[src/board_pkg.sv]
package board_pkg;

  ////////////////////////////////////////////////////////////////////////////
  // Boot straps
  ////////////////////////////////////////////////////////////////////////////

  // Boot source as seen by the SoC boot ROM
  typedef enum logic [1:0] {
    BootPassive = 2'd0,
    BootSdCard  = 2'd1,
    BootSpiNor  = 2'd2,
    BootUart    = 2'd3
  } boot_mode_t;

  ////////////////////////////////////////////////////////////////////////////
  // Pad bundles
  ////////////////////////////////////////////////////////////////////////////

  // SPI host outputs as they leave the SoC
  typedef struct packed {
    logic       sck;
    logic       sck_en;
    logic [1:0] csb;
    logic [1:0] csb_en;
    logic [3:0] sd_out;
    // Output enable of data line 0 only
    logic       sd_en_lo;
  } spi_soc_t;

  // microSD pins driven by the FPGA in SPI mode
  typedef struct packed {
    logic       sclk;
    logic       cmd;
    logic       dat3;
    logic [1:0] dat2_1;
  } sd_pads_t;

  ////////////////////////////////////////////////////////////////////////////
  // Default timing
  ////////////////////////////////////////////////////////////////////////////

  // RTC half period minus one, 50 MHz down to 1 MHz
  localparam int unsigned RtcDivHalfDefault = 24;
  // soc_clk cycles per PWM step
  localparam int unsigned FanPrescaleDefault = 4;

endpackage

[src/reset_ctrl.sv]
`timescale 1ns/1ns

module reset_ctrl (
  input  logic                  soc_clk,
  input  logic                  rst_n,
  input  logic                  test_mode_i,
  input  board_pkg::boot_mode_t boot_sw_i,
  input  board_pkg::boot_mode_t boot_ovr_i,
  input  logic                  boot_ovr_sel_i,
  output logic                  soc_rst_no,
  output board_pkg::boot_mode_t boot_mode_o
);

  logic [1:0]            sync_q;
  logic                  release_edge;
  board_pkg::boot_mode_t boot_sel;
  board_pkg::boot_mode_t boot_mode_q;

  ////////////////////////////////////////////////////////////////////////////
  // Reset synchronizer
  ////////////////////////////////////////////////////////////////////////////

  // Asserts with rst_n, releases two edges later
  always_ff @(posedge soc_clk or negedge rst_n) begin
    if (!rst_n) begin
      sync_q <= 2'b00;
    end else begin
      sync_q <= {sync_q[0], 1'b1};
    end
  end

  // Scan mode hands the board reset straight through
  assign soc_rst_no = test_mode_i ? rst_n : sync_q[1];

  ////////////////////////////////////////////////////////////////////////////
  // Boot strap register
  ////////////////////////////////////////////////////////////////////////////

  // True on the edge that lifts the synchronized reset
  assign release_edge = (sync_q == 2'b01);

  // Debug probe wins over the board switches
  assign boot_sel = boot_ovr_sel_i ? boot_ovr_i : boot_sw_i;

  always_ff @(posedge soc_clk or negedge rst_n) begin
    if (!rst_n) begin
      boot_mode_q <= board_pkg::BootPassive;
    end else if (release_edge) begin
      boot_mode_q <= boot_sel;
    end
  end

  assign boot_mode_o = boot_mode_q;

endmodule

[src/rtc_divider.sv]
`timescale 1ns/1ns

module rtc_divider #(
  parameter int unsigned RtcDivHalf = board_pkg::RtcDivHalfDefault
) (
  input  logic soc_clk,
  input  logic rst_n,
  output logic rtc_o
);

  // Counter just wide enough to reach RtcDivHalf
  localparam int unsigned CntW = (RtcDivHalf > 0) ? $clog2(RtcDivHalf + 1) : 1;

  logic [CntW-1:0] cnt_q;
  logic            cnt_wrap;
  logic            rtc_q;

  assign cnt_wrap = (cnt_q == CntW'(RtcDivHalf));

  // One toggle per RtcDivHalf+1 cycles
  always_ff @(posedge soc_clk or negedge rst_n) begin
    if (!rst_n) begin
      cnt_q <= '0;
      rtc_q <= 1'b0;
    end else if (cnt_wrap) begin
      cnt_q <= '0;
      rtc_q <= ~rtc_q;
    end else begin
      cnt_q <= cnt_q + 1'b1;
    end
  end

  assign rtc_o = rtc_q;

endmodule

[src/fan_pwm_ctrl.sv]
`timescale 1ns/1ns

module fan_pwm_ctrl #(
  parameter int unsigned FanPrescale = board_pkg::FanPrescaleDefault
) (
  input  logic       soc_clk,
  input  logic       rst_n,
  input  logic [3:0] fan_sw_i,
  output logic       fan_pwm_o
);

  localparam int unsigned PscW = (FanPrescale > 1) ? $clog2(FanPrescale) : 1;

  logic [PscW-1:0] psc_q;
  logic            psc_wrap;
  logic [3:0]      step_q;
  logic            period_end;
  logic [3:0]      setting_q;

  ////////////////////////////////////////////////////////////////////////////
  // Prescaler and step counter
  ////////////////////////////////////////////////////////////////////////////

  assign psc_wrap   = (psc_q == PscW'(FanPrescale - 1));
  assign period_end = psc_wrap && (step_q == 4'hf);

  always_ff @(posedge soc_clk or negedge rst_n) begin
    if (!rst_n) begin
      psc_q  <= '0;
      step_q <= '0;
    end else if (psc_wrap) begin
      psc_q  <= '0;
      // 16 steps, wraps on its own
      step_q <= step_q + 1'b1;
    end else begin
      psc_q <= psc_q + 1'b1;
    end
  end

  // Setting only changes when step 0 begins
  always_ff @(posedge soc_clk or negedge rst_n) begin
    if (!rst_n) begin
      setting_q <= '0;
    end else if (period_end) begin
      setting_q <= fan_sw_i;
    end
  end

  // Setting 15 still leaves the last step low
  assign fan_pwm_o = (step_q < setting_q);

endmodule

[src/sd_spi_adapter.sv]
`timescale 1ns/1ns

module sd_spi_adapter (
  input  board_pkg::spi_soc_t spi_i,
  input  logic                sd_dat0_i,
  output board_pkg::sd_pads_t sd_o,
  output logic                spi_miso_o
);

  ////////////////////////////////////////////////////////////////////////////
  // SPI host to microSD in SPI mode
  ////////////////////////////////////////////////////////////////////////////

  // Lines without an enable idle high, as the card expects
  always_comb begin
    sd_o = '1;

    // SCK to card clock
    if (spi_i.sck_en) begin
      sd_o.sclk = spi_i.sck;
    end

    // Chip select 0 to DAT3
    if (spi_i.csb_en[0]) begin
      sd_o.dat3 = spi_i.csb[0];
    end

    // MOSI to CMD
    if (spi_i.sd_en_lo) begin
      sd_o.cmd = spi_i.sd_out[0];
    end

    // DAT1 and DAT2 are unused in SPI mode
    sd_o.dat2_1 = 2'b11;
  end

  // Card DAT0 carries MISO back to the host
  assign spi_miso_o = sd_dat0_i;

endmodule

[src/board_glue_top.sv]
`timescale 1ns/1ns

module board_glue_top #(
  parameter int unsigned RtcDivHalf  = board_pkg::RtcDivHalfDefault,
  parameter int unsigned FanPrescale = board_pkg::FanPrescaleDefault
) (
  input  logic                  soc_clk,
  input  logic                  rst_n,
  input  logic                  test_mode_i,
  input  board_pkg::boot_mode_t boot_sw_i,
  input  board_pkg::boot_mode_t boot_ovr_i,
  input  logic                  boot_ovr_sel_i,
  input  logic [3:0]            fan_sw_i,
  input  board_pkg::spi_soc_t   spi_i,
  input  logic                  sd_dat0_i,
  output logic                  soc_rst_no,
  output board_pkg::boot_mode_t boot_mode_o,
  output logic                  rtc_o,
  output logic                  fan_pwm_o,
  output board_pkg::sd_pads_t   sd_o,
  output logic                  sd_reset_o,
  output logic                  spi_miso_o
);

  // Reset and straps, feeds everything clocked below
  reset_ctrl i_reset_ctrl (
    .soc_clk        ( soc_clk        ),
    .rst_n          ( rst_n          ),
    .test_mode_i    ( test_mode_i    ),
    .boot_sw_i      ( boot_sw_i      ),
    .boot_ovr_i     ( boot_ovr_i     ),
    .boot_ovr_sel_i ( boot_ovr_sel_i ),
    .soc_rst_no     ( soc_rst_no     ),
    .boot_mode_o    ( boot_mode_o    )
  );

  rtc_divider #(
    .RtcDivHalf ( RtcDivHalf )
  ) i_rtc_divider (
    .soc_clk ( soc_clk    ),
    .rst_n   ( soc_rst_no ),
    .rtc_o   ( rtc_o      )
  );

  fan_pwm_ctrl #(
    .FanPrescale ( FanPrescale )
  ) i_fan_pwm_ctrl (
    .soc_clk   ( soc_clk    ),
    .rst_n     ( soc_rst_no ),
    .fan_sw_i  ( fan_sw_i   ),
    .fan_pwm_o ( fan_pwm_o  )
  );

  sd_spi_adapter i_sd_spi_adapter (
    .spi_i      ( spi_i      ),
    .sd_dat0_i  ( sd_dat0_i  ),
    .sd_o       ( sd_o       ),
    .spi_miso_o ( spi_miso_o )
  );

  // Card reset held low keeps the card powered
  assign sd_reset_o = 1'b0;

endmodule

[config.mk]
export PLATFORM = sky130hd
export DESIGN_NAME = board_glue_top
export DESIGN_NICKNAME = d
export VERILOG_FILES = /design/src/board_pkg.sv /design/src/reset_ctrl.sv /design/src/rtc_divider.sv /design/src/fan_pwm_ctrl.sv /design/src/sd_spi_adapter.sv /design/src/board_glue_top.sv
export SDC_FILE = /design/constraint.sdc
export NUM_CORES = 1
export LEC_CHECK = 0
export ABC_AREA = 1
export BUFFER_PORTS_ARGS = -buffer_cell sky130_fd_sc_hd__buf_4
export CAP_MARGIN = 20
export CORE_MARGIN = 2
export CORE_UTILIZATION = 40
export CTS_CLUSTER_SIZE = 8
export DETAILED_ROUTE_END_ITERATION = 6
export PLACE_DENSITY_LB_ADDON = 0.12
export SKIP_LAST_GASP = 1
export SLEW_MARGIN = 20
export SYNTH_ARGS = -nofsm -noshare
export SYNTH_HDL_FRONTEND = slang
export SYNTH_SLANG_ARGS = --single-unit
[constraint.sdc]
create_clock -name soc_clk -period 7.5 [get_ports soc_clk]
set_input_delay 1.875 -clock soc_clk [delete_from_list [all_inputs] [get_ports soc_clk]]
set_output_delay 1.875 -clock soc_clk [all_outputs]
set_load 0.01 [all_outputs]
==> summary.md <==
### Status
* run status: finished clean

### Timing
* RSZ-0062 raised after global routing: no
* part of the cycle the worst path needs: 56.6%
* Setup Viol. Count Final: 0
* Final Hold Viols: 0
* Post-Route Setup TNS: 0 ns
* max-slew violations: 0
* Max Clock Freq: 0.236 GHz
* Setup Skew: 0.00373 ns
* Min Clock Period, post-route: 4.24 ns

### Worst setup path
* Worst Path Required: 5.62 ns
* delay of the slowest cell on the worst path: 0.22 ns
* critical path class: primary input to primary output
* data arrival time of the critical path: 2.37 ns
* FF-to-FF setup slack: 6.34 ns
* FF-to-FF Start: i_fan_pwm_ctrl.psc_q[0]$_DFF_PN0_
* number of cells traversed by the worst register-to-register path: 2
* nature of the critical path startpoint: primary input
* Worst path slowest cell: sky130_fd_sc_hd__o21ai_1
* critical path endpoint category: primary output
* cell-by-cell listing of the critical path: buf_4, o21ai_1, buf_4
* most frequent cell on the critical path: sky130_fd_sc_hd__buf_4
* biggest fanout along the worst timing path: 2
* capturing point of the worst reg2reg path: i_fan_pwm_ctrl.step_q[1]$_DFFE_PN0N_

### Floorplanning
* core region area: 2410 um^2
* floorplan die area: 2900 um^2
* die height: 53.8 um
* starting density of the core: 41.2%
* Boundary Pins: 36
* Die X: 53.8 um
* number of standard-cell rows in the floorplan: 18

### Synth
* mean cell area of the mapped netlist: 8.79 um^2
* leading post-synthesis cells by cell area: sky130_fd_sc_hd__dfrtp_1, sky130_fd_sc_hd__inv_1, sky130_fd_sc_hd__ha_1, sky130_fd_sc_hd__nand2_1, sky130_fd_sc_hd__o21ai_0
* fraction of synthesis flops using an asynchronous set or reset pin: 100%
* post-synth design cell area: 993 um^2
* top cell type's share of synthesized area: 50.4%
* post-synthesis sequential element count: 20
* most frequent cells after synthesis: sky130_fd_sc_hd__inv_1, sky130_fd_sc_hd__nand2_1, sky130_fd_sc_hd__dfrtp_1, sky130_fd_sc_hd__nor2_1, sky130_fd_sc_hd__o21ai_0
* top cell type by total area after synthesis: sky130_fd_sc_hd__dfrtp_1
* most numerous cell in the Yosys netlist: sky130_fd_sc_hd__inv_1
* dominant synthesized flop cell: sky130_fd_sc_hd__dfrtp_1
* count of cell types in the netlist: 16
* Seq/Total Area, Yosys: 50.4%
* number of standard cells after synthesis: 113
* Post-synth EDFFs: 0
* count of yosys warnings during synthesis: 0

### Clock tree
* Reg clk slew, reported paths: 0.11 ns
* clock tree from TritonCTS: built
* number of gates resized after cts: 0
* CTS max path bufs: 2
* worst skew pair latency: 0.29 ns
* Root Buffer: sky130_fd_sc_hd__clkbuf_4
* hold bufs inserted after CTS: 0
* total clock sinks: 20
* postcts setup bufs: 0
* cts bufs inserted: 3
* H-tree depth: 1

### Place
* count of buffers inserted at the top-level ports: 25
* DP HPWL: 1260 um
* global placer's final weighted congestion: 0.781
* post-place instance area: 1200 um^2

### GRT
* overall routing resource usage: 12.2%
* aggregate global routing overflow: 0
* busiest metal layer after global routing: met2
* global routing met2 resource utilization: 18.5%
* antenna violations before repair: 0
* largest net degree at the start of global routing: 17
* met1 Usage GRT: 16.5%
* met3 GRT Util: 2.50%
* global-route wire length before repair: 2550 um
* via count of the first global-routing pass: 615

### Drt
* residual DRC count: 0
* via-per-instance ratio: 4.34
* post-detailed-route count of antenna-violating nets: 0
* wire length per cell: 9.04 um
* initial detailed-routing violation count: 5
* Detailed Route WL: 1540 um
* overall via count from detail_route: 737
* Pre-antenna DRT Iters: 4

### Final layout
* area growth from synthesis to layout: 23.4%
* Nets: 173
* Final Instance Area: 1230 um^2
* layout cells sized above 1: 22.1%
* number of diodes: 0

### Power and ir drop
* switching power: 0.0406 mW
* portion of total power attributed to the clock network: 27.0%
* worst vdd rail ir drop: 0.108 mV
* Power Total: 0.180 mW
* share of total power in sequential cells: 61.6%
* combinational share of power: 11.4%
* leakage dissipation: 0.713 nW
* internal power contribution: 0.139 mW
* switching power as a share of total power: 22.6%
* total power per unit cell area: 147 nW/um^2

### Worst hold path
* Hold Crit Start: i_reset_ctrl.sync_q[0]$_DFF_PN0_
* Min-Delay Path Depth: 0
* Hold/Removal Path Class: register to register
* WHS Endpoint: i_reset_ctrl.sync_q[1]$_DFF_PN0_

### Job
* Max-cap violations: 0

==> registers in the layout, summed over array words and instances (netlist names) <==
| name | count |
|---|---|
| i_fan_pwm_ctrl.psc_q | 2 |
| i_fan_pwm_ctrl.step_q | 4 |
| i_rtc_divider.rtc_o | 1 |
| i_fan_pwm_ctrl.setting_q | 4 |
| i_rtc_divider.cnt_q | 5 |
| i_reset_ctrl.sync_q | 2 |
| i_reset_ctrl.boot_mode_o | 2 |
==> worst max-delay path: cells and delay by family <==
family | cells | cell delay [ns]
buf+inv | 2 | 0.28
compound gates | 1 | 0.22
==> cell type report <==
type	instances	area (um^2)
fillers	234	1180
flip-flops and latches	20	500
multi-input cells	67	380
repair buffers	26	195
inverters	24	90.1
well taps	30	37.5
clock buffers	3	22.5
==> power groups by stage <==
stage                     logic, mW  registers (mW)  clock network [mW]
final                        0.0205           0.111              0.0486
after global routing         0.0231           0.111              0.0559
after CTS                    0.0209           0.111              0.0506
after detailed placement     0.0208           0.113                   0
after global placement       0.0207           0.113                   0
after floorplan             0.00826           0.114                   0
==> worst max path at each step <==
stage	start	endpoint	slack (ns)	cells past startpoint
3_3_place_gp	test_mode_i	soc_rst_no	3.26	3
6_report	test_mode_i	soc_rst_no	3.26	3
5_1_grt	test_mode_i	soc_rst_no	3.23	3
4_1_cts	test_mode_i	soc_rst_no	3.26	3
2_1_floorplan	test_mode_i	soc_rst_no	2.29	1
3_5_place_dp	test_mode_i	soc_rst_no	3.26	3
==> layer usage <==
metal | up-vias | routed length [um]
met1 | 338 | 754
met2 | 6 | 714
met4 | 0 | 14
li1 | 391 | -
met5 | - | 0
met3 | 2 | 52
==> per-stage QoR <==
step	hold WS (ns)	std cells	utilization (%)	worst slack, ns
final	0.383	170	50.9	3.26
after detailed placement	0.362	167	49.9	3.26
after global routing	0.409	170	50.9	3.23
after global placement	0.360	167	49.9	3.26
after floorplan	0.354	115	-	2.29
after CTS	0.386	170	50.9	3.26
==> cells by family (layout without fill, tap and decap cells) <==
family                   count (synthesis)  after routing  share of synthesized area (%)
other                                    2              4                          0.756
buffers and inverters                   28             53                           12.1
adder cells (fa/ha/maj)                  7              7                           8.82
XOR/XNOR                                 4              4                           3.53
multiplexers                             1              1                           1.13
AND/OR/NAND/NOR                         40             40                           17.5
flip-flops                              20             20                           50.4
AO/OA/AOI/OAI                           11             11                           5.79
==> cells in the final DEF (no fill, tap or decap), drive strengths merged <==
cell type / instances
a21o: 1
a21oi: 1
buf: 26
clkbuf: 3
conb: 4
dfrtp: 20
ha: 7
inv: 24
mux2: 1
nand2: 23
nand3: 3
nand4: 2
nor2: 12
o21ai: 9
xnor2: 1
xor2: 3
(Power assumes the default switching activity.)
